--- config.mk ---
export PLATFORM = sky130hd
export DESIGN_NAME = ahb_gpio_slave_flat
export DESIGN_NICKNAME = d
export VERILOG_FILES = /design/src/hdl/ahb_pkg.sv /design/src/hdl/soc_map_pkg.sv /design/src/hdl/ahb_slave_if.sv /design/src/hdl/ahb_gpio_slave.sv /design/src/flat_wrapper.sv
export VERILOG_INCLUDE_DIRS = /design/src /design/src/hdl
export SDC_FILE = /design/constraint.sdc
export NUM_CORES = 1
export LEC_CHECK = 0
export BUFFER_PORTS_ARGS = -buffer_cell sky130_fd_sc_hd__buf_2
export CORE_MARGIN = 1
export CORE_UTILIZATION = 38
export CTS_BUF_LIST = sky130_fd_sc_hd__clkbuf_8
export DETAILED_ROUTE_END_ITERATION = 8
export PLACE_DENSITY_LB_ADDON = 0.12
export SLEW_MARGIN = 20
export SYNTH_ARGS = -nofsm -noshare
export SYNTH_HDL_FRONTEND = slang
export SYNTH_SLANG_ARGS = --single-unit
--- constraint.sdc ---
create_clock -name HCLK -period 1.8 [get_ports HCLK]
set_clock_uncertainty 0.2 [all_clocks]
set_input_delay 0.36 -clock HCLK [delete_from_list [all_inputs] [get_ports HCLK]]
set_output_delay 0.36 -clock HCLK [all_outputs]
set_load 0.01 [all_outputs]
--- src/hdl/soc_consts.svh ---
`ifndef SOC_CONSTS_SVH
`define SOC_CONSTS_SVH

// word-address bits of the RAM.
`define SOC_RAM_ADDR_WIDTH 10

// RAM window, matched on haddr[28].
`define SOC_RAM_MATCH 1'b0

// peripheral windows, matched on haddr[28:22].
`define SOC_GPIO_MATCH 7'h7e
`define SOC_TIMER_MATCH 7'h7d

// board pins.
`define SOC_SWITCH_WIDTH 18
`define SOC_BUTTON_WIDTH 5
`define SOC_RED_WIDTH 18
`define SOC_GREEN_WIDTH 9

`endif

--- src/hdl/ahb_pkg.sv ---
package ahb_pkg;

    // transfer type on htrans.
    typedef enum logic [1:0] {
        trans_idle   = 2'b00,
        trans_busy   = 2'b01,
        trans_nonseq = 2'b10,
        trans_seq    = 2'b11
    } htrans_t;

    typedef enum logic {
        resp_okay  = 1'b0,
        resp_error = 1'b1
    } hresp_t;

    // RAM read sequencing.
    typedef enum logic [1:0] {
        ram_idle,
        ram_read_wait,
        ram_read_done
    } ram_state_t;

endpackage

--- src/hdl/soc_map_pkg.sv ---
package soc_map_pkg;

    typedef enum logic [1:0] {
        sel_ram,
        sel_gpio,
        sel_timer,
        sel_none     // unmapped, goes to the error slave.
    } slave_sel_t;

    // word offsets inside the GPIO window.
    typedef enum logic [1:0] {
        gpio_switches   = 2'd0,
        gpio_buttons    = 2'd1,
        gpio_red_leds   = 2'd2,
        gpio_green_leds = 2'd3
    } gpio_reg_t;

    // word offsets inside the timer window.
    typedef enum logic [1:0] {
        timer_ctrl    = 2'd0,
        timer_count   = 2'd1,
        timer_compare = 2'd2,
        timer_status  = 2'd3
    } timer_reg_t;

endpackage

--- src/hdl/ahb_slave_if.sv ---
`timescale 1ns/1ns

interface ahb_slave_if;

    logic             hsel;
    logic [31:0]      haddr;
    ahb_pkg::htrans_t htrans;
    logic             hwrite;
    logic [31:0]      hwdata;
    logic             hready;      // bus ready, fed back to every slave.
    logic [31:0]      hrdata;
    logic             hreadyout;
    ahb_pkg::hresp_t  hresp;

    modport master (
        output hsel, haddr, htrans, hwrite, hwdata, hready,
        input  hrdata, hreadyout, hresp
    );

    modport slave (
        input  hsel, haddr, htrans, hwrite, hwdata, hready,
        output hrdata, hreadyout, hresp
    );

endinterface

--- src/hdl/ahb_gpio_slave.sv ---
`timescale 1ns/1ns
`include "soc_consts.svh"

module ahb_gpio_slave (
    input  logic                         HCLK,
    input  logic                         rst_n,
    ahb_slave_if.slave                   bus,
    input  logic [`SOC_SWITCH_WIDTH-1:0] io_switches,
    input  logic [`SOC_BUTTON_WIDTH-1:0] io_buttons,
    output logic [`SOC_RED_WIDTH-1:0]    io_red_leds,
    output logic [`SOC_GREEN_WIDTH-1:0]  io_green_leds
);

    soc_map_pkg::gpio_reg_t reg_q;   // offset of the current data phase.
    logic accept;
    logic wr_pending;

    assign accept = bus.hsel && bus.hready &&
                    ((bus.htrans == ahb_pkg::trans_nonseq) || (bus.htrans == ahb_pkg::trans_seq));

    always_ff @(posedge HCLK or negedge rst_n) begin
        if (!rst_n) begin
            reg_q         <= soc_map_pkg::gpio_switches;
            wr_pending    <= 1'b0;
            io_red_leds   <= '0;
            io_green_leds <= '0;
        end else begin
            if (accept)
                reg_q <= soc_map_pkg::gpio_reg_t'(bus.haddr[3:2]);
            if (bus.hready)
                wr_pending <= accept && bus.hwrite;
            if (wr_pending && bus.hready) begin
                case (reg_q)   // switches and buttons are read only.
                    soc_map_pkg::gpio_red_leds:   io_red_leds   <= bus.hwdata[`SOC_RED_WIDTH-1:0];
                    soc_map_pkg::gpio_green_leds: io_green_leds <= bus.hwdata[`SOC_GREEN_WIDTH-1:0];
                    default: ;
                endcase
            end
        end
    end

    // inputs are sampled live during the data phase.
    always_comb begin
        bus.hrdata = 32'h0;
        case (reg_q)
            soc_map_pkg::gpio_switches:   bus.hrdata[`SOC_SWITCH_WIDTH-1:0] = io_switches;
            soc_map_pkg::gpio_buttons:    bus.hrdata[`SOC_BUTTON_WIDTH-1:0] = io_buttons;
            soc_map_pkg::gpio_red_leds:   bus.hrdata[`SOC_RED_WIDTH-1:0]    = io_red_leds;
            soc_map_pkg::gpio_green_leds: bus.hrdata[`SOC_GREEN_WIDTH-1:0]  = io_green_leds;
            default: ;
        endcase
    end

    assign bus.hreadyout = 1'b1;
    assign bus.hresp     = ahb_pkg::resp_okay;

endmodule

--- src/flat_wrapper.sv ---
// flat-port wrapper written by rule: the top's interface ports become plain ports
module ahb_gpio_slave_flat 
  (HCLK, rst_n, io_switches, io_buttons, io_red_leds, io_green_leds, bus_hsel, bus_haddr, bus_htrans, bus_hwrite, bus_hwdata, bus_hready, bus_hrdata, bus_hreadyout, bus_hresp);
  ahb_slave_if bus_i ();
  input  logic HCLK;
  input  logic rst_n;
  input  logic [`SOC_SWITCH_WIDTH-1:0] io_switches;
  input  logic [`SOC_BUTTON_WIDTH-1:0] io_buttons;
  output logic [`SOC_RED_WIDTH-1:0] io_red_leds;
  output logic [`SOC_GREEN_WIDTH-1:0] io_green_leds;
  input wire logic [$bits(bus_i.hsel)-1:0] bus_hsel;
  input wire logic [$bits(bus_i.haddr)-1:0] bus_haddr;
  input wire logic [$bits(bus_i.htrans)-1:0] bus_htrans;
  input wire logic [$bits(bus_i.hwrite)-1:0] bus_hwrite;
  input wire logic [$bits(bus_i.hwdata)-1:0] bus_hwdata;
  input wire logic [$bits(bus_i.hready)-1:0] bus_hready;
  output wire logic [$bits(bus_i.hrdata)-1:0] bus_hrdata;
  output wire logic [$bits(bus_i.hreadyout)-1:0] bus_hreadyout;
  output wire logic [$bits(bus_i.hresp)-1:0] bus_hresp;
  assign bus_i.hsel = bus_hsel;
  assign bus_i.haddr = bus_haddr;
  assign bus_i.htrans = bus_htrans;
  assign bus_i.hwrite = bus_hwrite;
  assign bus_i.hwdata = bus_hwdata;
  assign bus_i.hready = bus_hready;
  assign bus_hrdata = bus_i.hrdata;
  assign bus_hreadyout = bus_i.hreadyout;
  assign bus_hresp = bus_i.hresp;
  ahb_gpio_slave u_core (.HCLK(HCLK), .rst_n(rst_n), .bus(bus_i), .io_switches(io_switches), .io_buttons(io_buttons), .io_red_leds(io_red_leds), .io_green_leds(io_green_leds));
endmodule
==> results by group <==
Run status
  – Status: finished with violations
  – Violated checks: negative setup slack

Critical path
  – CP endpoint: bus_hrdata[7]
  – Reg-to-reg critical path startpoint: u_core.reg_q[0]
  – Worst path top cell family by delay: flip-flops
  – CP max stage cell: dfrtp_2
  – Reg2reg end: u_core.io_green_leds[0]
  – Setup crit end kind: output port
  – WP data arrival: 1.50 ns
  – CP max stage delay: 0.44 ns
  – Data required, critical path: 1.24 ns
  – Worst setup path start: u_core.reg_q[0]
  – R2R depth: 6
  – Crit-path cells: buf_4, mux2_4, a22o_1, buf_2
  – Buffer and inverter count on the worst path: 2
  – Critical path depth in cells: 4
  – Critical Setup Path Class: register to output port
  – Reg2reg setup slack: -0.05 ns
  – CP Launch Type: register
  – Crit path max fanout: 3

Detailed routing
  – Total wire length: between 3 and 4 mm
  – Post-DR wirelength/cell: 14.2 um
  – Post-route ant nets: 0
  – Starting DRC count in detailed routing: 17
  – Drt first pass iters: 4
  – DR vias/cell: 4.84
  – Remaining DRCs: 0
  – Vias: 1,346

Global route
  – GR Util met1: 19.8%
  – Largest net degree at the start of global routing: 31
  – Met2 usage: 28.0%
  – Global-route wire length before repair: 5.52 mm
  – Initial antenna violation count: 0
  – Met3 Track Usage GR: under 10%
  – Total GRT Usage: 16.7%
  – Vias in the first global route: about 1,200
  – GRT overflow: 0
  – Grt peak-use layer: met2

Floorplanning
  – Die Area: 4610 um^2
  – Starting Density: between 40% and 50%
  – Die Y: slightly below 70 um
  – Site Rows: 23
  – Core Area: approximately 4100 um^2
  – Die width: 67.9 um
  – Top-Level Pins: 155

Cells and area
  – Fraction of layout cells with a size suffix above 1: 72.8%
  – Area Growth Syn to Fin: 52.5%
  – Design area: ~2500 um^2
  – Fin nets: 322
  – Ant diodes: 0
  – Fillcell total: between 300 and 400

Synth
  – Count of cell types in the netlist: 17
  – Mapped Cells: 120
  – FF+latch count, synth: 30
  – Synth warn: 0
  – Synth area leaders: dfrtp_1, mux2_2, mux2_4
  – Sequential area share after synthesis: between 40% and 50%
  – Leading area contributor after synthesis: dfrtp_1
  – Synthesized cell area: 1650 um^2
  – Syn Area/Cell: 13.8 um^2
  – Area share of the leading cell type in the synthesized netlist: between 40% and 50%

Place
  – Post-DP HPWL: around 2.9 mm
  – # port buffers: 93
  – Area after DPL: roughly 2200 um^2
  – Place WS: 0.00891 ns
  – GPL Wtd Cong: about 0.68

Clock tree
  – Sink Count: 30
  – Worst-path clk slew: 0.06 ns
  – Root buf cell: clkbuf_8
  – TritonCTS buffer count: 5
  – H-tree levels: 2
  – Clk_lat worst skew: 0.28 ns
  – Clock Path Buffers: 2
  – CTS tree: built

STA
  – FMAX: 485 MHz
  – Min Hold Slack: 0.116 ns
  – RSZ-0062 raised after global routing: yes
  – Slew margin rel.: 56.0%
  – Final Hold Fails: 0
  – Final Slew Violations: 0
  – Period utilization: 115%
  – Final min period: about 2.1 ns
  – Least-Margin Pin Slew: 0.660 ns
  – Final worst slack: -0.262 ns
  – Final setup fails: 27

Power
  – Peak supply drop: 0.667 mV
  – LEAKAGE: 1.36 nW
  – PD cells: 1190 nW/um^2

Run
  – Max cap viols: 0

Worst hold path
  – Hold WC Path Type: input port to register
## report_power, final
| group | switching (W) | internal, W |
|---|---|---|
| Clock | 0.000228 | 0.000254 |
| Combinational | 0.000582 | 0.000839 |
| Sequential | 0.000190 | 0.000894 |
| Total | 0.000999 | 0.00199 |
## state kept, by name, indices dropped and copies added, names as in the netlist
register	flops
u_core.io_green_leds	9
u_core.reg_q	2
u_core.wr_pending	1
u_core.io_red_leds	18
## synthesized netlist by cell type
cell	instances
mux2_4	10
buf_6	1
mux2_2	23
buf_2	4
mux4_2	5
nand4_2	1
conb_1	2
o21ai_0	1
dfrtp_1	30
inv_1	1
buf_4	16
nor2_1	10
nand4b_4	1
a22o_1	4
mux2i_1	9
nand3_1	1
nand4_1	1
## cell families after synthesis
logic type / share of synthesized area [%]
other: 0.455
muxes: 37.1
and+or+nand+nor: 5.16
buffers and inverters: 9.40
DFF: 45.5
AOI/OAI and AO/OA: 2.43
## placed cells by master, fill, tap and decap left out
cell type,instances
buf_12,3
o21ai_0,1
inv_1,3
mux2_4,13
dfrtp_1,28
dfrtp_2,2
nand4_4,1
nor2_4,4
buf_2,86
mux2i_4,4
buf_8,1
a22o_1,4
nand3_1,1
clkbuf_16,1
nor2_1,2
dlygate4sd3_1,1
mux2_2,20
nor2_2,4
nand4b_4,1
mux4_2,5
buf_16,1
buf_6,9
conb_1,16
clkbuf_8,5
buf_4,6
nand4_1,1
mux2i_1,5
## cell type report
class                      instances  area [um^2]  area share, %
clock buffer                       5         68.8           2.73
clock inverter                     2         7.51          0.298
inverter                           1         3.75          0.149
multi-input combinational         82          907           36.0
sequential                        30          753           29.9
tap                               50         62.6           2.49
timing repair buffer             108          714           28.4
## per-layer routing
layer / up-vias / part of all wire (%)
li1: 619 / -
met1: 655 / 42
met2: 66 / 50
met3: 6 / 6.9
met4: 0 / 1.4
met5: - / 0
## how the worst min path moves through the flow
stage | start | endpoint | slack (ns) | cells after the start
floorplan | rst_n | u_core.io_green_leds[0] | -0.14 | 0
global placement | rst_n | u_core.io_red_leds[1] | 0.23 | 1
detailed placement | rst_n | u_core.io_red_leds[1] | 0.24 | 1
CTS | bus_hwdata[12] | u_core.io_red_leds[12] | 0.11 | 2
global route | bus_hwdata[17] | u_core.io_red_leds[17] | 0.11 | 2
finish | bus_hwdata[12] | u_core.io_red_leds[12] | 0.12 | 2
## what timing repair did
| action | 4_1_cts | 5_1_grt |
|---|---|---|
| hold endpoints to repair | 30 | 0 |
| hold buffers | 1 | 0 |
| pin swaps | 1 | 7 |
| endpoints found under the setup margin | 18 | 33 |
| gates cloned | 1 | 1 |
| buffers inserted | 2 | 3 |
| gates resized for setup | 7 | 34 |
## metrics by stage
stage	power [W]	TNS, ns	util [%]	cells
finish	0.00299	-3.26	61.6	278
global route	0.00318	-4.48	61.6	278
CTS	0.00280	-3.03	56.7	274
detailed placement	0.00224	0	52.8	263
global placement	0.00220	0	52.8	263
floorplan	0.00175	0	-	134
Power figures use the tool's default switching activity.
