`config.mk`:
```
export PLATFORM = sky130hd
export DESIGN_NAME = ahb_interconnect_flat
export DESIGN_NICKNAME = d
export VERILOG_FILES = /design/src/hdl/ahb_pkg.sv /design/src/hdl/soc_map_pkg.sv /design/src/hdl/ahb_slave_if.sv /design/src/hdl/ahb_interconnect.sv /design/src/flat_wrapper.sv
export VERILOG_INCLUDE_DIRS = /design/src /design/src/hdl
export SDC_FILE = /design/constraint.sdc
export NUM_CORES = 1
export LEC_CHECK = 0
export BUFFER_PORTS_ARGS = -buffer_cell sky130_fd_sc_hd__buf_2
export CORE_AREA = 2 2 161 163
export CTS_BUF_LIST = sky130_fd_sc_hd__clkbuf_8
export CTS_CLUSTER_SIZE = 28
export DETAILED_ROUTE_END_ITERATION = 10
export DIE_AREA = 0 0 163 165
export GPL_TIMING_DRIVEN = 0
export SLEW_MARGIN = 20
export SYNTH_ARGS = -nofsm -noshare
export SYNTH_HDL_FRONTEND = slang
export SYNTH_SLANG_ARGS = --single-unit
```
`constraint.sdc`:
```
create_clock -name HCLK -period 1.58 [get_ports HCLK]
set_input_delay 0.237 -clock HCLK [delete_from_list [all_inputs] [get_ports HCLK]]
set_output_delay 0.237 -clock HCLK [all_outputs]
set_load 0.005 [all_outputs]
```
`src/hdl/soc_consts.svh`:
```
`ifndef SOC_CONSTS_SVH
`define SOC_CONSTS_SVH

// word-address bits of the RAM.
`define SOC_RAM_ADDR_WIDTH 10

// RAM window, matched on haddr[28].
`define SOC_RAM_MATCH 1'b0

// peripheral windows, matched on haddr[28:22].
`define SOC_GPIO_MATCH 7'h7e
`define SOC_TIMER_MATCH 7'h7d

// board pins.
`define SOC_SWITCH_WIDTH 18
`define SOC_BUTTON_WIDTH 5
`define SOC_RED_WIDTH 18
`define SOC_GREEN_WIDTH 9

`endif

```
`src/hdl/ahb_pkg.sv`:
```
package ahb_pkg;

    // transfer type on htrans.
    typedef enum logic [1:0] {
        trans_idle   = 2'b00,
        trans_busy   = 2'b01,
        trans_nonseq = 2'b10,
        trans_seq    = 2'b11
    } htrans_t;

    typedef enum logic {
        resp_okay  = 1'b0,
        resp_error = 1'b1
    } hresp_t;

    // RAM read sequencing.
    typedef enum logic [1:0] {
        ram_idle,
        ram_read_wait,
        ram_read_done
    } ram_state_t;

endpackage

```
`src/hdl/soc_map_pkg.sv`:
```
package soc_map_pkg;

    typedef enum logic [1:0] {
        sel_ram,
        sel_gpio,
        sel_timer,
        sel_none     // unmapped, goes to the error slave.
    } slave_sel_t;

    // word offsets inside the GPIO window.
    typedef enum logic [1:0] {
        gpio_switches   = 2'd0,
        gpio_buttons    = 2'd1,
        gpio_red_leds   = 2'd2,
        gpio_green_leds = 2'd3
    } gpio_reg_t;

    // word offsets inside the timer window.
    typedef enum logic [1:0] {
        timer_ctrl    = 2'd0,
        timer_count   = 2'd1,
        timer_compare = 2'd2,
        timer_status  = 2'd3
    } timer_reg_t;

endpackage

```
`src/hdl/ahb_slave_if.sv`:
```
`timescale 1ns/1ns

interface ahb_slave_if;

    logic             hsel;
    logic [31:0]      haddr;
    ahb_pkg::htrans_t htrans;
    logic             hwrite;
    logic [31:0]      hwdata;
    logic             hready;      // bus ready, fed back to every slave.
    logic [31:0]      hrdata;
    logic             hreadyout;
    ahb_pkg::hresp_t  hresp;

    modport master (
        output hsel, haddr, htrans, hwrite, hwdata, hready,
        input  hrdata, hreadyout, hresp
    );

    modport slave (
        input  hsel, haddr, htrans, hwrite, hwdata, hready,
        output hrdata, hreadyout, hresp
    );

endinterface

```
`src/hdl/ahb_interconnect.sv`:
```
`timescale 1ns/1ns
`include "soc_consts.svh"

module ahb_interconnect (
    input  logic             HCLK,
    input  logic             rst_n,
    input  logic [31:0]      haddr,
    input  ahb_pkg::htrans_t htrans,
    input  logic             hwrite,
    input  logic [31:0]      hwdata,
    output logic [31:0]      hrdata,
    output logic             hready,
    output ahb_pkg::hresp_t  hresp,
    ahb_slave_if.master      ram_bus,
    ahb_slave_if.master      gpio_bus,
    ahb_slave_if.master      timer_bus
);

    soc_map_pkg::slave_sel_t addr_sel;   // address phase.
    soc_map_pkg::slave_sel_t data_sel;   // data phase.
    logic trans_active;
    logic err_first;                     // default slave, hready low.
    logic err_second;                    // default slave, hready high.

    assign trans_active = (htrans == ahb_pkg::trans_nonseq) || (htrans == ahb_pkg::trans_seq);

    always_comb begin
        if (haddr[28] == `SOC_RAM_MATCH)
            addr_sel = soc_map_pkg::sel_ram;
        else if (haddr[28:22] == `SOC_GPIO_MATCH)
            addr_sel = soc_map_pkg::sel_gpio;
        else if (haddr[28:22] == `SOC_TIMER_MATCH)
            addr_sel = soc_map_pkg::sel_timer;
        else
            addr_sel = soc_map_pkg::sel_none;
    end

    assign ram_bus.hsel   = (addr_sel == soc_map_pkg::sel_ram);
    assign gpio_bus.hsel  = (addr_sel == soc_map_pkg::sel_gpio);
    assign timer_bus.hsel = (addr_sel == soc_map_pkg::sel_timer);

    // address and write data go to every slave unchanged.
    assign ram_bus.haddr    = haddr;
    assign ram_bus.htrans   = htrans;
    assign ram_bus.hwrite   = hwrite;
    assign ram_bus.hwdata   = hwdata;
    assign ram_bus.hready   = hready;
    assign gpio_bus.haddr   = haddr;
    assign gpio_bus.htrans  = htrans;
    assign gpio_bus.hwrite  = hwrite;
    assign gpio_bus.hwdata  = hwdata;
    assign gpio_bus.hready  = hready;
    assign timer_bus.haddr  = haddr;
    assign timer_bus.htrans = htrans;
    assign timer_bus.hwrite = hwrite;
    assign timer_bus.hwdata = hwdata;
    assign timer_bus.hready = hready;

    always_ff @(posedge HCLK or negedge rst_n) begin
        if (!rst_n) begin
            data_sel   <= soc_map_pkg::sel_ram;
            err_first  <= 1'b0;
            err_second <= 1'b0;
        end else if (err_first) begin
            err_first  <= 1'b0;
            err_second <= 1'b1;
        end else if (hready) begin
            data_sel   <= addr_sel;
            err_first  <= trans_active && (addr_sel == soc_map_pkg::sel_none);
            err_second <= 1'b0;
        end
    end

    always_comb begin
        case (data_sel)
            soc_map_pkg::sel_ram: begin
                hrdata = ram_bus.hrdata;
                hready = ram_bus.hreadyout;
                hresp  = ram_bus.hresp;
            end
            soc_map_pkg::sel_gpio: begin
                hrdata = gpio_bus.hrdata;
                hready = gpio_bus.hreadyout;
                hresp  = gpio_bus.hresp;
            end
            soc_map_pkg::sel_timer: begin
                hrdata = timer_bus.hrdata;
                hready = timer_bus.hreadyout;
                hresp  = timer_bus.hresp;
            end
            default: begin
                hrdata = 32'h0;
                hready = !err_first;
                hresp  = (err_first || err_second) ? ahb_pkg::resp_error : ahb_pkg::resp_okay;
            end
        endcase
    end

endmodule

```
`src/flat_wrapper.sv`:
```
// flat-port wrapper written by rule: the top's interface ports become plain ports
module ahb_interconnect_flat 
  (HCLK, rst_n, haddr, htrans, hwrite, hwdata, hrdata, hready, hresp, ram_bus_hsel, ram_bus_haddr, ram_bus_htrans, ram_bus_hwrite, ram_bus_hwdata, ram_bus_hready, ram_bus_hrdata, ram_bus_hreadyout, ram_bus_hresp, gpio_bus_hsel, gpio_bus_haddr, gpio_bus_htrans, gpio_bus_hwrite, gpio_bus_hwdata, gpio_bus_hready, gpio_bus_hrdata, gpio_bus_hreadyout, gpio_bus_hresp, timer_bus_hsel, timer_bus_haddr, timer_bus_htrans, timer_bus_hwrite, timer_bus_hwdata, timer_bus_hready, timer_bus_hrdata, timer_bus_hreadyout, timer_bus_hresp);
  ahb_slave_if ram_bus_i ();
  ahb_slave_if gpio_bus_i ();
  ahb_slave_if timer_bus_i ();
  input  logic HCLK;
  input  logic rst_n;
  input  logic [31:0] haddr;
  input  ahb_pkg::htrans_t htrans;
  input  logic hwrite;
  input  logic [31:0] hwdata;
  output logic [31:0] hrdata;
  output logic hready;
  output ahb_pkg::hresp_t hresp;
  output wire logic [$bits(ram_bus_i.hsel)-1:0] ram_bus_hsel;
  output wire logic [$bits(ram_bus_i.haddr)-1:0] ram_bus_haddr;
  output wire logic [$bits(ram_bus_i.htrans)-1:0] ram_bus_htrans;
  output wire logic [$bits(ram_bus_i.hwrite)-1:0] ram_bus_hwrite;
  output wire logic [$bits(ram_bus_i.hwdata)-1:0] ram_bus_hwdata;
  output wire logic [$bits(ram_bus_i.hready)-1:0] ram_bus_hready;
  input wire logic [$bits(ram_bus_i.hrdata)-1:0] ram_bus_hrdata;
  input wire logic [$bits(ram_bus_i.hreadyout)-1:0] ram_bus_hreadyout;
  input wire logic [$bits(ram_bus_i.hresp)-1:0] ram_bus_hresp;
  output wire logic [$bits(gpio_bus_i.hsel)-1:0] gpio_bus_hsel;
  output wire logic [$bits(gpio_bus_i.haddr)-1:0] gpio_bus_haddr;
  output wire logic [$bits(gpio_bus_i.htrans)-1:0] gpio_bus_htrans;
  output wire logic [$bits(gpio_bus_i.hwrite)-1:0] gpio_bus_hwrite;
  output wire logic [$bits(gpio_bus_i.hwdata)-1:0] gpio_bus_hwdata;
  output wire logic [$bits(gpio_bus_i.hready)-1:0] gpio_bus_hready;
  input wire logic [$bits(gpio_bus_i.hrdata)-1:0] gpio_bus_hrdata;
  input wire logic [$bits(gpio_bus_i.hreadyout)-1:0] gpio_bus_hreadyout;
  input wire logic [$bits(gpio_bus_i.hresp)-1:0] gpio_bus_hresp;
  output wire logic [$bits(timer_bus_i.hsel)-1:0] timer_bus_hsel;
  output wire logic [$bits(timer_bus_i.haddr)-1:0] timer_bus_haddr;
  output wire logic [$bits(timer_bus_i.htrans)-1:0] timer_bus_htrans;
  output wire logic [$bits(timer_bus_i.hwrite)-1:0] timer_bus_hwrite;
  output wire logic [$bits(timer_bus_i.hwdata)-1:0] timer_bus_hwdata;
  output wire logic [$bits(timer_bus_i.hready)-1:0] timer_bus_hready;
  input wire logic [$bits(timer_bus_i.hrdata)-1:0] timer_bus_hrdata;
  input wire logic [$bits(timer_bus_i.hreadyout)-1:0] timer_bus_hreadyout;
  input wire logic [$bits(timer_bus_i.hresp)-1:0] timer_bus_hresp;
  assign ram_bus_hsel = ram_bus_i.hsel;
  assign ram_bus_haddr = ram_bus_i.haddr;
  assign ram_bus_htrans = ram_bus_i.htrans;
  assign ram_bus_hwrite = ram_bus_i.hwrite;
  assign ram_bus_hwdata = ram_bus_i.hwdata;
  assign ram_bus_hready = ram_bus_i.hready;
  assign ram_bus_i.hrdata = ram_bus_hrdata;
  assign ram_bus_i.hreadyout = ram_bus_hreadyout;
  assign ram_bus_i.hresp = ram_bus_hresp;
  assign gpio_bus_hsel = gpio_bus_i.hsel;
  assign gpio_bus_haddr = gpio_bus_i.haddr;
  assign gpio_bus_htrans = gpio_bus_i.htrans;
  assign gpio_bus_hwrite = gpio_bus_i.hwrite;
  assign gpio_bus_hwdata = gpio_bus_i.hwdata;
  assign gpio_bus_hready = gpio_bus_i.hready;
  assign gpio_bus_i.hrdata = gpio_bus_hrdata;
  assign gpio_bus_i.hreadyout = gpio_bus_hreadyout;
  assign gpio_bus_i.hresp = gpio_bus_hresp;
  assign timer_bus_hsel = timer_bus_i.hsel;
  assign timer_bus_haddr = timer_bus_i.haddr;
  assign timer_bus_htrans = timer_bus_i.htrans;
  assign timer_bus_hwrite = timer_bus_i.hwrite;
  assign timer_bus_hwdata = timer_bus_i.hwdata;
  assign timer_bus_hready = timer_bus_i.hready;
  assign timer_bus_i.hrdata = timer_bus_hrdata;
  assign timer_bus_i.hreadyout = timer_bus_hreadyout;
  assign timer_bus_i.hresp = timer_bus_hresp;
  ahb_interconnect u_core (.HCLK(HCLK), .rst_n(rst_n), .haddr(haddr), .htrans(htrans), .hwrite(hwrite), .hwdata(hwdata), .hrdata(hrdata), .hready(hready), .hresp(hresp), .ram_bus(ram_bus_i), .gpio_bus(gpio_bus_i), .timer_bus(timer_bus_i));
endmodule
```
==> results.json <==
{
  "timing.clock.skew_ps": 0.5912,
  "setup_viol": 37,
  "num_rows": 58,
  "dieArea_mm2": 0.02690,
  "drcViolationCount": 0,
  "fmax_ghz": 0.5790,
  "hold_depth": 3,
  "netlist_instances": 342,
  "slew_viol_final": 0,
  "port_buffers": 352,
  "grt_start_max_net_pins": 11,
  "yosys.area.top_type": "buf_4",
  "whs_ps": 370.5,
  "fin_nets": 888,
  "vias_per_cell": 3.118,
  "ant_nets": 0,
  "r2r-end": "u_core.err_first",
  "p_per_area_mw_per_mm2": 944.6,
  "finalCriticalPeriod_ps": 1727,
  "multi_input_area_um2": 942.2,
  "cts-htree-levels": 1,
  "dp_hpwl_um": 9937,
  "diodes": 0,
  "worstPathMaxFanout": 5,
  "cp.arrival_ps": 1490,
  "vdd_ir_drop_max_uv": 367.4,
  "grtUsageTotal": 0.06971,
  "drive_gt1_frac": 0.8881,
  "max-cap-violations": 0,
  "grt_pass1_wl_um": 14230,
  "async_reset_ff_frac": 1.000,
  "critPathLaunch": "u_core.data_sel[0]",
  "final-seq-area_um2": 102.6,
  "worstReg2RegStart": "u_core.data_sel[0]",
  "cts_root_buf": "clkbuf_8",
  "wl_per_cell_um": 11.36,
  "violations": "setup timing",
  "synth_edf_count": 0,
  "die_y_um": 165,
  "first_pass_iters": 4,
  "clock_path_buffers": 2,
  "drtIter0Drc": 46,
  "cp-end-kind": "output port",
  "area_delta_synth_final_pct": 110.3,
  "hold_violations": 0,
  "hold_start": "haddr[28]",
  "r2r_cells": 4,
  "clkTransAtPathRegs_ps": 30,
  "r2r_setup_slack_ps": 10,
  "outcome": "complete, but fails checks",
  "cts_tree": "yes",
  "ys_top_cells_by_area": "buf_4 62%, mux2i_1 15%, o21ai_0 7.1%",
  "routed_wl_um": 11870,
  "place_congestion": 0.7405,
  "seq_area_frac_synth": 0.04038,
  "antenna_found_initial": 0,
  "cp.required_ps": 1340,
  "yosys-top-cells-count": "206 x buf_4, 36 x mux2i_1, 35 x o21ai_0, 33 x nand2_1, 5 x buf_2",
  "io_pins": 412,
  "syn_nets": 513,
  "cp-start-kind": "flop",
  "fin_tns_setup_ps": -4374,
  "yosysMostFrequentCell": "buf_4",
  "rsz0062_at_grt": "yes",
  "grt_overflow": 0,
  "synth_area_per_cell_um2": 7.247,
  "syn_area_mm2": 0.002479,
  "vias": 3258,
  "path_class": "flop to output port",
  "insertion_delay_ps": 210,
  "initial_core_util": 0.09900,
  "slew_headroom": 0.7049,
  "yosys_warnings": 0,
  "core_mm2": 0.02504,
  "clock-sinks": 4,
  "yosysUniqueCellTypes": 19,
  "setup_ws_ps": -147.1,
  "leakage_nw": 3.076,
  "tightest_slew_ps": 441.8,
  "n_fill_cell": 2743,
  "dieWidth_um": 163,
  "synth_top_area_frac": 0.6239,
  "min_to": "u_core.data_sel[0]",
  "ys_ff_latch": 4,
  "min_period_over_period": 1.093,
  "grt_pass1_vias": 2755,
  "synth_flop_cell": "dfrtp_1",
  "cts_buffers": 3,
  "hp-class": "input pin to flop"
}
placed cells by master, fill, tap and decap left out, types with 3 or more instances in the layout:
master     netlist  routed
nand2_2          0      15
o21ai_0         35       7
buf_6            1      11
mux2i_1         36      30
nand2_4          0       5
buf_12           0       6
nor2_1           4       4
o21ai_2          0      12
buf_4          206     214
nand2_1         33      13
mux2i_2          0       5
clkbuf_16        0       3
buf_2            5     348
clkbuf_8         0       3
o21ai_1          0      15
worst max-delay path, stage by stage, from the launching register on:
cell	delay, ps
dfrtp_2	440
buf_12	160
buf_12	140
nand2_4	60
o21ai_4	50
mux2i_4	190
buf_4	150
buf_6	80
sequential cells by signal (all words and copies together), names as in the netlist:
register / count
u_core.data_sel: 2
u_core.err_first: 1
u_core.err_second: 1
routing by layer:
metal	wire length [um]	track usage
met3	1030	0.009794
met5	0	0
met2	6619	0.1481
met1	4201	0.07403
met4	22	0.005229
worst max path at each step:
stage	endpoint	depth (start not counted)	slack, ps
finish	ram_bus_hready	7	-150
global route	hrdata[4]	7	-210
CTS	ram_bus_hready	7	-220
detailed placement	hrdata[3]	7	-590
global placement	hrdata[3]	7	-570
floorplan	hready	5	30
repair_timing:
action | 4_1_cts | 5_1_grt
resized for setup | 56 | 65
pin swaps | 0 | 6
setup buffers | 14 | 0
setup endpoints to repair | 37 | 40
endpoints found under the hold margin | 4 | 0
hold buffers | 1 | 0
cloned | 0 | 3
report_power, final:
part           switching, W  total, W  internal (W)
registers         0.0000381  0.000184      0.000146
logic               0.00197   0.00453       0.00255
clock network     0.0000514  0.000214      0.000162
kinds of logic after synthesis:
kind of cell / synth area share
buffers and inverters: 0.6492
AO/OA/AOI/OAI: 0.07774
AND/OR/NAND/NOR: 0.07824
multiplexers: 0.1545
flip-flops: 0.04039
through the flow:
stage               setup WS (ps)  power (W)  cell area, um^2  instances    util
detailed placement         -588.0   0.003372             4653       1024  0.1859
global placement           -569.2   0.003351             4653       1024  0.1859
global route               -206.7   0.005327             5213       1045  0.2082
finish                     -147.1   0.004924             5213       1045  0.2082
floorplan                   34.90   0.001915             2479        342       -
CTS                        -218.6   0.004351             4962       1042  0.1982
area by class of cell:
class,instances,area share
buffer,216,0.3257
inverter,3,0.002160
tap,330,0.07921
clock buffer,3,0.007921
timing repair buffer,370,0.3845
multi-input combinational,119,0.1807
sequential,4,0.01968
(Power assumes the default switching activity.)
