--- src/hdl/soc_consts.svh ---
`ifndef SOC_CONSTS_SVH
`define SOC_CONSTS_SVH

// word-address bits of the RAM.
`define SOC_RAM_ADDR_WIDTH 10

// RAM window, matched on haddr[28].
`define SOC_RAM_MATCH 1'b0

// peripheral windows, matched on haddr[28:22].
`define SOC_GPIO_MATCH 7'h7e
`define SOC_TIMER_MATCH 7'h7d

// board pins.
`define SOC_SWITCH_WIDTH 18
`define SOC_BUTTON_WIDTH 5
`define SOC_RED_WIDTH 18
`define SOC_GREEN_WIDTH 9

`endif

--- src/hdl/ahb_pkg.sv ---
package ahb_pkg;

    // transfer type on htrans.
    typedef enum logic [1:0] {
        trans_idle   = 2'b00,
        trans_busy   = 2'b01,
        trans_nonseq = 2'b10,
        trans_seq    = 2'b11
    } htrans_t;

    typedef enum logic {
        resp_okay  = 1'b0,
        resp_error = 1'b1
    } hresp_t;

    // RAM read sequencing.
    typedef enum logic [1:0] {
        ram_idle,
        ram_read_wait,
        ram_read_done
    } ram_state_t;

endpackage

--- src/hdl/soc_map_pkg.sv ---
package soc_map_pkg;

    typedef enum logic [1:0] {
        sel_ram,
        sel_gpio,
        sel_timer,
        sel_none     // unmapped, goes to the error slave.
    } slave_sel_t;

    // word offsets inside the GPIO window.
    typedef enum logic [1:0] {
        gpio_switches   = 2'd0,
        gpio_buttons    = 2'd1,
        gpio_red_leds   = 2'd2,
        gpio_green_leds = 2'd3
    } gpio_reg_t;

    // word offsets inside the timer window.
    typedef enum logic [1:0] {
        timer_ctrl    = 2'd0,
        timer_count   = 2'd1,
        timer_compare = 2'd2,
        timer_status  = 2'd3
    } timer_reg_t;

endpackage

--- src/hdl/ahb_slave_if.sv ---
`timescale 1ns/1ns

interface ahb_slave_if;

    logic             hsel;
    logic [31:0]      haddr;
    ahb_pkg::htrans_t htrans;
    logic             hwrite;
    logic [31:0]      hwdata;
    logic             hready;      // bus ready, fed back to every slave.
    logic [31:0]      hrdata;
    logic             hreadyout;
    ahb_pkg::hresp_t  hresp;

    modport master (
        output hsel, haddr, htrans, hwrite, hwdata, hready,
        input  hrdata, hreadyout, hresp
    );

    modport slave (
        input  hsel, haddr, htrans, hwrite, hwdata, hready,
        output hrdata, hreadyout, hresp
    );

endinterface

--- src/hdl/ahb_timer_slave.sv ---
`timescale 1ns/1ns

module ahb_timer_slave (
    input  logic       HCLK,
    input  logic       rst_n,
    ahb_slave_if.slave bus,
    output logic       timer_irq
);

    soc_map_pkg::timer_reg_t reg_q;
    logic        accept;
    logic        wr_pending;
    logic        wr_commit;    // last cycle of a write data phase.
    logic        enable;
    logic [31:0] count;
    logic [31:0] compare;

    assign accept = bus.hsel && bus.hready &&
                    ((bus.htrans == ahb_pkg::trans_nonseq) || (bus.htrans == ahb_pkg::trans_seq));
    assign wr_commit = wr_pending && bus.hready;

    always_ff @(posedge HCLK or negedge rst_n) begin
        if (!rst_n) begin
            reg_q      <= soc_map_pkg::timer_ctrl;
            wr_pending <= 1'b0;
            enable     <= 1'b0;
            count      <= 32'h0;
            compare    <= 32'h0;
            timer_irq  <= 1'b0;
        end else begin
            if (accept)
                reg_q <= soc_map_pkg::timer_reg_t'(bus.haddr[3:2]);
            if (bus.hready)
                wr_pending <= accept && bus.hwrite;
            if (wr_commit && reg_q == soc_map_pkg::timer_ctrl)
                enable <= bus.hwdata[0];
            if (wr_commit && reg_q == soc_map_pkg::timer_compare)
                compare <= bus.hwdata;
            if (wr_commit && reg_q == soc_map_pkg::timer_count)
                count <= bus.hwdata;   // load wins over increment.
            else if (enable)
                count <= count + 32'd1;
            if (wr_commit && reg_q == soc_map_pkg::timer_status)
                timer_irq <= 1'b0;     // any write clears.
            else if (enable && count == compare)
                timer_irq <= 1'b1;
        end
    end

    always_comb begin
        case (reg_q)
            soc_map_pkg::timer_ctrl:    bus.hrdata = {31'h0, enable};
            soc_map_pkg::timer_count:   bus.hrdata = count;
            soc_map_pkg::timer_compare: bus.hrdata = compare;
            default:                    bus.hrdata = {31'h0, timer_irq};
        endcase
    end

    assign bus.hreadyout = 1'b1;
    assign bus.hresp     = ahb_pkg::resp_okay;

endmodule

--- src/flat_wrapper.sv ---
// flat-port wrapper written by rule: the top's interface ports become plain ports
module ahb_timer_slave_flat 
  (HCLK, rst_n, timer_irq, bus_hsel, bus_haddr, bus_htrans, bus_hwrite, bus_hwdata, bus_hready, bus_hrdata, bus_hreadyout, bus_hresp);
  ahb_slave_if bus_i ();
  input  logic HCLK;
  input  logic rst_n;
  output logic timer_irq;
  input wire logic [$bits(bus_i.hsel)-1:0] bus_hsel;
  input wire logic [$bits(bus_i.haddr)-1:0] bus_haddr;
  input wire logic [$bits(bus_i.htrans)-1:0] bus_htrans;
  input wire logic [$bits(bus_i.hwrite)-1:0] bus_hwrite;
  input wire logic [$bits(bus_i.hwdata)-1:0] bus_hwdata;
  input wire logic [$bits(bus_i.hready)-1:0] bus_hready;
  output wire logic [$bits(bus_i.hrdata)-1:0] bus_hrdata;
  output wire logic [$bits(bus_i.hreadyout)-1:0] bus_hreadyout;
  output wire logic [$bits(bus_i.hresp)-1:0] bus_hresp;
  assign bus_i.hsel = bus_hsel;
  assign bus_i.haddr = bus_haddr;
  assign bus_i.htrans = bus_htrans;
  assign bus_i.hwrite = bus_hwrite;
  assign bus_i.hwdata = bus_hwdata;
  assign bus_i.hready = bus_hready;
  assign bus_hrdata = bus_i.hrdata;
  assign bus_hreadyout = bus_i.hreadyout;
  assign bus_hresp = bus_i.hresp;
  ahb_timer_slave u_core (.HCLK(HCLK), .rst_n(rst_n), .bus(bus_i), .timer_irq(timer_irq));
endmodule
--- config.mk ---
export PLATFORM = sky130hd
export DESIGN_NAME = ahb_timer_slave_flat
export DESIGN_NICKNAME = d
export VERILOG_FILES = /design/src/hdl/soc_consts.svh /design/src/hdl/ahb_pkg.sv /design/src/hdl/soc_map_pkg.sv /design/src/hdl/ahb_slave_if.sv /design/src/hdl/ahb_timer_slave.sv /design/src/flat_wrapper.sv
export SDC_FILE = /design/constraint.sdc
export NUM_CORES = 1
export LEC_CHECK = 0
export BUFFER_PORTS_ARGS = -buffer_cell sky130_fd_sc_hd__buf_4
export CAP_MARGIN = 20
export CORE_MARGIN = 10
export CORE_UTILIZATION = 45
export CTS_CLUSTER_DIAMETER = 200
export DETAILED_ROUTE_END_ITERATION = 7
export GPL_TIMING_DRIVEN = 0
export HOLD_SLACK_MARGIN = 0.02
export PLACE_DENSITY = 0.7
export SLEW_MARGIN = 10
export SYNTH_ARGS = -nofsm -noshare
export SYNTH_HDL_FRONTEND = slang
export SYNTH_SLANG_ARGS = --single-unit
--- constraint.sdc ---
create_clock -name HCLK -period 4.4 [get_ports HCLK]
set_input_delay 0.44 -clock HCLK [delete_from_list [all_inputs] [get_ports HCLK]]
set_output_delay 0.44 -clock HCLK [all_outputs]
set_load 0.1 [all_outputs]
==> flow_summary.json, run 1 <==
{
  "run_status": "complete, no violations",
  "preCtsSetupSlack_ps": 1940,
  "synth_top_flop_cell": "dfrtp_1",
  "die_w_um": 113,
  "timing.final.hold_violations": 0,
  "cts_root_buffer": "clkbuf_8",
  "antenna-diode-count": 0,
  "final_net_count": 533,
  "end_kind": "output port",
  "tritoncts_num_sinks": 69,
  "switching_share": 0.511,
  "overflow_after_grt": 0,
  "timing.slew.headroom": 0.387,
  "synth.yosys.seq_area_share": 0.439,
  "placement_rows": 34,
  "timing.critical_path.cells": "nor2b_1 -> clkbuf_1 -> clkbuf_1 -> a22o_1 -> buf_4",
  "portbufs": 71,
  "syn-cell-area_um2": 3930,
  "peakVddDrop_v": 0.000421,
  "grt_start_max_net_pins": 70,
  "wl_per_cell_um": 19.6,
  "cap_violations": 0,
  "final.setup_skew_ps": 8.32,
  "power_report.internal_total_mw": 1.77,
  "number_of_failing_setup_endpoints_in_the_final_timing_report": 0,
  "class_of_the_tightest_hold_or_removal_check": "input pin to async pin",
  "antenna_left": 0,
  "layout_commonest_cell": "buf_4",
  "period_share": 0.651,
  "clk_latency_ps": 350,
  "htree_num_levels": 3,
  "final_cell_mix": "73 x buf_4, 69 x dfrtp_1, 36 x mux2_2",
  "finalSetupTns_ps": 0,
  "path_class": "flip-flop to output port",
  "register_area_um2": 1730,
  "fp.coreArea_um2": 8590,
  "clock_power_share": 0.127,
  "static-leakage-power_nw": 2.08,
  "cts_made_buffers": 9,
  "grt_usage": 0.175,
  "drt-pass1-iter-count": 5,
  "floorplan.die_area_um2": 12900,
  "grt_antenna_before_repair": 0,
  "route.detailed.drc": 0,
  "synth_async_reset_ratio": 1.00,
  "number_of_storage_elements_in_the_synthesis_netlist": 69,
  "tightest_slew_ps": 912,
  "synthToLayoutAreaGrowth_pct": 21.2,
  "critical_path.max_stage_delay_ps": 660,
  "layout-drive-gt1-share": 0.297,
  "grt_setup_unrepaired": "no",
  "combinationalPowerShare": 0.544,
  "postSynthNetCount": 451,
  "flop_pwr_share": 0.329,
  "yosysWarnings": 0,
  "reg2reg_slack_ps": 1890,
  "num_ports": 106,
  "post-synth-top-area-cell": "dfrtp_1",
  "critical-path-top-cell-by-count": "clkbuf_1",
  "clk_pin_slew_worst_paths_ps": 70,
  "cp.required_ps": 3960,
  "route.vias.total": 3218,
  "critical_path.max_fanout": 10,
  "synth_edf_count": 0,
  "start_util": 0.458,
  "cts-hold-fix-buffers": 0,
  "first_pass_grt_wire_length_um": 18000,
  "drv_slew": 0,
  "hold_ws_ps": 178,
  "avgViaCountPerCell": 5.63,
  "syn-mean-instance-area_um2": 10.4,
  "net_switching_power_mw": 1.85,
  "clockBufferDepth": 2,
  "layout.filler_cells": 784,
  "fmaxAchievable_ghz": 0.349,
  "fp.dieH_um": 113,
  "synthesis.instances": 379,
  "yosys.area.top_type_share": 0.439,
  "worst_ep_arrival_time_ps": 2420,
  "multiInputGateArea_um2": 2040,
  "postcts_setup_bufs": 0,
  "setup_slack_ps": 1540,
  "ctsResizeCount": 0,
  "totalWireLength_um": 11200,
  "place.gp.congestion": 0.850,
  "fin_util": 0.555,
  "netlist-cell-type-count": 37,
  "tritoncts_clock_tree": "built",
  "grt_pass1_vias": 3362,
  "pwr_density_cell_nw_per_um2": 759,
  "hpwl_um": 7970,
  "timing.critical_path.slowest_stage_cell": "clkbuf_1",
  "detailedRoute.firstIterationViolations": 154,
  "fin_crit_period_ps": 2860,
  "synthTopCellsByArea": "dfrtp_1 44%, mux2_2 10%, xor2_1 7.6%",
  "critPathLaunchType": "flip-flop"
}
## cells by family after synthesis
family | Yosys count | synth area share
compound gates | 68 | 0.118
xor+xnor | 59 | 0.131
fa+ha+maj | 1 | 0.00318
buf+inv | 32 | 0.0420
flops | 69 | 0.439
mux | 38 | 0.111
other cells | 2 | 0.00191
simple gates | 110 | 0.153
## Yosys cell counts (2+ instances only)
library cell,count
a21oi_1,27
nor4_1,6
xor2_1,34
nand2_1,12
buf_2,2
xnor2_1,25
a31oi_1,4
mux2_2,36
nand3_1,11
nor2b_1,2
buf_1,2
a22o_1,30
buf_4,2
o21ai_0,5
conb_1,2
inv_1,5
nand3_4,2
or3_1,3
clkbuf_2,2
dfrtp_1,69
clkbuf_1,15
nor3_1,5
nand4_1,22
buf_6,3
and3_1,7
nor2_1,35
## registers in the layout, indices dropped and copies added, names as in the netlist
register	cells
u_core.enable	1
u_core.wr_pending	1
u_core.timer_irq	1
u_core.count	32
u_core.compare	32
u_core.reg_q	2
## final timing paths
path | end | from | depth (start not counted)
setup / recovery | bus_hrdata[14] | u_core.reg_q[0] | 5
hold / removal | u_core.compare[12] | rst_n | 1
setup reg to reg | u_core.count[30] | u_core.count[0] | 6
hold reg to reg | u_core.timer_irq | u_core.timer_irq | 2
max in group asynchronous | u_core.compare[0] | rst_n | 1
min in group HCLK | u_core.reg_q[0] | bus_haddr[2] | 2
## through the flow
stage / total power, mW / cell area [µm²] / std cells
6_report: 3.62 / 4770 / 572
5_1_grt: 3.81 / 4770 / 572
4_1_cts: 3.61 / 4770 / 572
3_5_place_dp: 3.15 / 4600 / 558
3_3_place_gp: 3.12 / 4600 / 558
2_1_floorplan: 2.75 / 3930 / 379
## area by class of cell
cell class,count,share of cell area
Clock inverter,2,0.00210
Buffer,27,0.0307
Multi-Input combinational cell,278,0.428
Timing Repair Buffer,71,0.112
Clock buffer,12,0.0326
Sequential cell,69,0.362
Tap cell,108,0.0284
Inverter,5,0.00394
## per-layer routing
metal | wire length (µm) | part of all wire | GRT usage | up-vias
met2 | 5200 | 0.46 | 0.273 | 123
met1 | 4930 | 0.44 | 0.229 | 1557
met5 | 0 | 0 | 0 | -
met4 | 174 | 0.016 | 0.0499 | 0
met3 | 911 | 0.081 | 0.0520 | 17
li1 | - | - | - | 1521
## power groups by stage
stage                     Clock (mW)  Sequential [mW]  Combinational, mW
after detailed placement           0             1.19               1.95
after global placement             0             1.18               1.94
final                          0.458             1.19               1.97
after floorplan                    0             1.12               1.63
after CTS                      0.464             1.18               1.97
after global routing           0.488             1.24               2.08
## worst max-delay path, delay by kind of cell (launching register included)
kind,cells,cell delay (ps)
AO/OA/AOI/OAI,1,310
AND/OR/NAND/NOR,1,150
buffers and inverters,3,1180
flip-flops,1,440
No activity file was read; power rests on OpenSTA's default activity.
==> run 2: changes to the inputs <==
PLACE_DENSITY = 0.73   (was 0.7)
clock period = 2.6 ns   (was 4.4 ns; I/O delays follow)
==> run 2 against run 1 <==
Against the previous run:
- count of clock-buffer cells in the layout increased by 2
- final area increased by 0.52%
- sequential share of layout area decreased by 0.19 points
- clock skew decreased by 1.6 ps
- first-iteration DRC count decreased by 2.6%
- final cell count increased by 0.17%
- largest cell class unchanged
- setup slack got worse by 1400 ps
- wire length decreased by 1.6%
- sequential power increased by 69%
- highest routed layer unchanged
- clock power increased by 75%
- sequential cell count unchanged
- die area unchanged
==> flow_summary.json, run 2 (synthesis results as in run 1) <==
{
  "run_status": "complete, no violations",
  "static-leakage-power_nw": 2.10,
  "grt_pass1_vias": 3332,
  "flop_pwr_share": 0.327,
  "cts_made_buffers": 9,
  "drt-pass1-iter-count": 4,
  "overflow_after_grt": 0,
  "power_report.internal_total_mw": 3.03,
  "hpwl_um": 7980,
  "synthToLayoutAreaGrowth_pct": 21.8,
  "route.detailed.drc": 0,
  "pwr_density_cell_nw_per_um2": 1280,
  "die_w_um": 113,
  "multiInputGateArea_um2": 2050,
  "antenna-diode-count": 0,
  "cts_root_buffer": "clkbuf_8",
  "grt_setup_unrepaired": "no",
  "placement.cell_area_um2": 4600,
  "placement_rows": 34,
  "first_pass_grt_wire_length_um": 17700,
  "largestRegisters": "u_core.compare: 32 flops, u_core.count: 32 flops, u_core.reg_q: 2 flops",
  "register_area_um2": 1730,
  "class_of_the_tightest_hold_or_removal_check": "input pin to async pin",
  "fp.coreArea_um2": 8590,
  "timing.critical_path.cells": "nor2b_1 -> clkbuf_1 -> clkbuf_1 -> a22o_1 -> buf_4",
  "final_net_count": 533,
  "use_met1": 0.217,
  "path_class": "flip-flop to output port",
  "peakVddDrop_v": 0.000572,
  "portbufs": 71,
  "grt_most_used_layer": "met2",
  "totalWireLength_um": 11000,
  "reg2reg_slack_ps": 370,
  "layout.filler_cells": 804,
  "layout_commonest_cell": "buf_4",
  "start_util": 0.458,
  "avgViaCountPerCell": 5.57,
  "cp.required_ps": 2340,
  "critical_path.max_stage_delay_ps": 490,
  "tritoncts_clock_tree": "built",
  "fp.dieH_um": 113,
  "grt_util_met3": 0.0593,
  "clock_power_share": 0.130,
  "wl_per_cell_um": 19.3,
  "final_cell_mix": "73 x buf_4, 69 x dfrtp_1, 36 x mux2_2",
  "finalPower_mw": 6.16,
  "fmaxAchievable_ghz": 0.404,
  "route.vias.total": 3192,
  "cap_violations": 0,
  "critPathLaunchType": "flip-flop",
  "drv_slew": 0,
  "clockBufferDepth": 2,
  "grt_antenna_before_repair": 0,
  "crit-reg2reg-launch": "u_core.count[0]",
  "number_of_failing_setup_endpoints_in_the_final_timing_report": 0,
  "finalSetupTns_ps": 0,
  "crit_path_start": "u_core.reg_q[0]",
  "stdcell_count": 573,
  "fin_crit_period_ps": 2480,
  "timing.critical_path.slowest_stage_cell": "clkbuf_1",
  "htree_num_levels": 3,
  "groute.layer.met2.usage": 0.266,
  "non_filler_cell_area_final_um2": 4790,
  "timing.final.hold_violations": 0,
  "net_switching_power_mw": 3.13,
  "timing.slew.headroom": 0.414,
  "detailedRoute.firstIterationViolations": 150,
  "layout-drive-gt1-share": 0.303,
  "period_share": 0.952,
  "critical_path.max_fanout": 10,
  "place.gp.congestion": 0.848,
  "tritoncts_num_sinks": 69,
  "switching_share": 0.508,
  "end_kind": "output port",
  "grt_usage": 0.172,
  "postcts_setup_bufs": 0,
  "grt_start_max_net_pins": 70,
  "critical-path-top-cell-by-count": "clkbuf_1",
  "clk_latency_ps": 340,
  "num_ports": 106,
  "clk_pin_slew_worst_paths_ps": 70,
  "antenna_left": 0,
  "worst_ep_arrival_time_ps": 2220,
  "dpl.cell_count": 558,
  "floorplan.die_area_um2": 12900,
  "final.setup_skew_ps": 6.71,
  "tightest_slew_ps": 879,
  "combinationalPowerShare": 0.543
}
-- run 2: repair_timing --
action	in CTS	in global routing
endpoints found under the setup margin	8	19
hold buffers	0	0
resized for setup	1	5
pin swaps	0	0
-- run 2: cell type report --
class                           count  area share
Clock buffer                       14      0.0360
Clock inverter                      1     0.00104
Tap cell                          108      0.0282
Multi-Input combinational cell    278       0.428
Sequential cell                    69       0.360
Timing Repair Buffer               71       0.111
Buffer                             27      0.0313
Inverter                            5     0.00392
-- run 2: layer usage --
| layer | share of wire | vias up |
|---|---|---|
| met1 | 0.42 | 1570 |
| met2 | 0.49 | 90 |
| met5 | 0 | - |
| met4 | 0.011 | 0 |
| li1 | - | 1522 |
| met3 | 0.078 | 10 |
-- run 2: worst max-delay path: cells and delay by family (launching register included) --
kind / cells / cell delay, ps
simple gates: 1 / 160
compound gates: 1 / 260
flops: 1 / 440
buf+inv: 3 / 1000
-- run 2: metrics by stage --
| stage | util | hold WS, ps | setup slack, ps |
|---|---|---|---|
| floorplan | - | -35.6 | 520 |
| global placement | 0.535 | 430 | 198 |
| detailed placement | 0.535 | 439 | 198 |
| CTS | 0.556 | 66.0 | 10.8 |
| global route | 0.558 | 94.1 | 5.15 |
| finish | 0.558 | 23.7 | 124 |
-- run 2: path summary, 6_finish.rpt --
check                      cells after the start            endpoint
setup / recovery                               5      bus_hrdata[13]
hold / removal                                 1    u_core.count[10]
setup reg to reg                               6    u_core.count[30]
hold reg to reg                                2    u_core.timer_irq
max in group asynchronous                      1  u_core.compare[29]
min in group HCLK                              2     u_core.reg_q[1]
-- run 2: power groups by stage --
stage	Clock, mW	Sequential (mW)	Combinational [mW]
final	0.803	2.01	3.34
after global routing	0.869	2.09	3.54
after CTS	0.818	2.00	3.32
after detailed placement	0	2.02	3.31
after global placement	0	1.99	3.28
after floorplan	0	1.90	2.76
==> run 3: changes to the inputs <==
CTS_BUF_LIST = sky130_fd_sc_hd__clkbuf_2 sky130_fd_sc_hd__clkbuf_4 sky130_fd_sc_hd__clkbuf_8   (was unset)
PLACE_DENSITY = 0.7   (was 0.73)
clock period = 3.2 ns   (was 2.6 ns; I/O delays follow)
==> run 3 against run 2 <==
Against the previous run:
- wire length increased by 1.9%
- sequential share of layout area increased by 0.16 points
- via count increased by 1.8%
- sequential power decreased by 18%
- final cell count decreased by 0.17%
- sequential cell count unchanged
- highest routed layer unchanged
- die area unchanged
- combinational power decreased by 19%
- core utilization decreased by 0.25 points
- non-clock buffer count unchanged
==> flow_summary.json, run 3 (synthesis results as in run 1) <==
{
  "die_w_um": 113,
  "wl_per_cell_um": 19.7,
  "fp.dieH_um": 113,
  "timing.critical_path.buf_inv": 3,
  "non_filler_cell_area_final_um2": 4770,
  "start_util": 0.458,
  "grt_start_max_net_pins": 70,
  "hpwl_um": 7970,
  "placement_rows": 34,
  "first_pass_grt_wire_length_um": 18000,
  "clockBufferDepth": 2,
  "grt_pass1_vias": 3362,
  "totalWireLength_um": 11200,
  "layout_commonest_cell": "buf_4",
  "grt_setup_unrepaired": "no",
  "avgViaCountPerCell": 5.68,
  "clk_latency_ps": 350,
  "timing.final.hold_violations": 0,
  "number_of_failing_setup_endpoints_in_the_final_timing_report": 0,
  "route.vias.total": 3250,
  "use_met1": 0.229,
  "static-leakage-power_nw": 2.08,
  "cap_violations": 0,
  "ctsResizeCount": 0,
  "fp.coreArea_um2": 8590,
  "clk_pin_slew_worst_paths_ps": 70,
  "place.gp.congestion": 0.850,
  "groute.layer.met2.usage": 0.273,
  "final.setup_skew_ps": 7.56,
  "final_net_count": 533,
  "synthToLayoutAreaGrowth_pct": 21.3,
  "fmaxAchievable_ghz": 0.363,
  "final_cell_mix": "73 x buf_4, 69 x dfrtp_1, 36 x mux2_2",
  "fin_crit_period_ps": 2760,
  "layout.filler_cells": 782,
  "critical_path.max_fanout": 10,
  "portbufs": 71,
  "timing.slew.headroom": 0.393,
  "placement.cell_area_um2": 4600,
  "cts-hold-fix-buffers": 0,
  "timing.critical_path.cells": "nor2b_1 -> clkbuf_1 -> clkbuf_1 -> a22o_1 -> buf_4",
  "timing.critical_path.slowest_stage_cell": "clkbuf_1",
  "critical-path-top-cell-by-count": "clkbuf_1",
  "overflow_after_grt": 0,
  "route.detailed.drc": 0,
  "end_kind": "output port",
  "grt_usage": 0.175,
  "tritoncts_num_sinks": 69,
  "pwr_density_cell_nw_per_um2": 1040,
  "path_class": "flip-flop to output port",
  "cts_root_buffer": "clkbuf_8",
  "cp.required_ps": 2880,
  "grt_most_used_layer": "met2",
  "worst_ep_arrival_time_ps": 2440,
  "run_status": "complete, no violations",
  "grt_util_met3": 0.0520,
  "layout-drive-gt1-share": 0.300,
  "drv_slew": 0,
  "critical_path.max_stage_delay_ps": 670,
  "tightest_slew_ps": 902,
  "num_ports": 106,
  "postcts_setup_bufs": 0,
  "drt-pass1-iter-count": 5,
  "detailedRoute.firstIterationViolations": 155,
  "finalSetupTns_ps": 0,
  "peakVddDrop_v": 0.000580,
  "htree_num_levels": 3,
  "class_of_the_tightest_hold_or_removal_check": "input pin to async pin",
  "critPathLaunchType": "flip-flop",
  "period_share": 0.861,
  "antenna-diode-count": 0,
  "path_delay_family": "buffers and inverters",
  "largestRegisters": "u_core.compare: 32 flops, u_core.count: 32 flops, u_core.reg_q: 2 flops",
  "floorplan.die_area_um2": 12900,
  "antenna_left": 0,
  "tritoncts_clock_tree": "built",
  "grt_antenna_before_repair": 0,
  "cts_made_buffers": 9
}
## run 3: cell count changes in the layout (fill, tap and decap cells not counted), sizes merged
cell	before	now
clkinv	1	2
clkbuf	32	30
## run 3: area by class of cell
class | instances | area (µm²) | area share
sequential | 69 | 1730 | 0.362
tap | 108 | 135 | 0.0283
buffer | 27 | 146 | 0.0307
timing repair buffer | 71 | 533 | 0.112
multi-input combinational | 278 | 2040 | 0.428
clock buffer | 12 | 159 | 0.0333
inverter | 5 | 18.8 | 0.00393
clock inverter | 2 | 10.0 | 0.00210
## run 3: final timing paths
| check | start | endpoint | slack (ps) | depth (start not counted) |
|---|---|---|---|---|
| min in group HCLK | bus_haddr[2] | u_core.reg_q[0] | 210 | 2 |
| setup reg to reg | u_core.count[0] | u_core.count[30] | 680 | 6 |
| hold / removal | rst_n | u_core.compare[12] | 60 | 1 |
| hold reg to reg | u_core.timer_irq | u_core.timer_irq | 540 | 2 |
| max in group asynchronous | rst_n | u_core.compare[28] | 2490 | 1 |
| setup / recovery | u_core.reg_q[0] | bus_hrdata[14] | 440 | 5 |
## run 3: report_power, final
| part | switching, mW | total (mW) | internal (mW) |
|---|---|---|---|
| clock | 0.313 | 0.634 | 0.321 |
| combinational | 1.80 | 2.70 | 0.907 |
| sequential | 0.428 | 1.64 | 1.21 |
## run 3: stage by stage
step,std cells,power (mW),util,worst slack (ps),hold slack (ps)
4_1_cts,572,4.98,0.555,500,142
2_1_floorplan,379,3.78,-,1060,24.4
6_report,572,4.98,0.555,444,65.0
3_5_place_dp,558,4.33,0.535,738,505
5_1_grt,572,5.24,0.555,274,175
3_3_place_gp,558,4.28,0.535,755,497
## run 3: metal layers
layer  share of wire  vias to the layer above
li1                -                     1522
met1            0.45                     1581
met2            0.46                      127
met3           0.074                       20
met4           0.017                        0
met5               0                        -
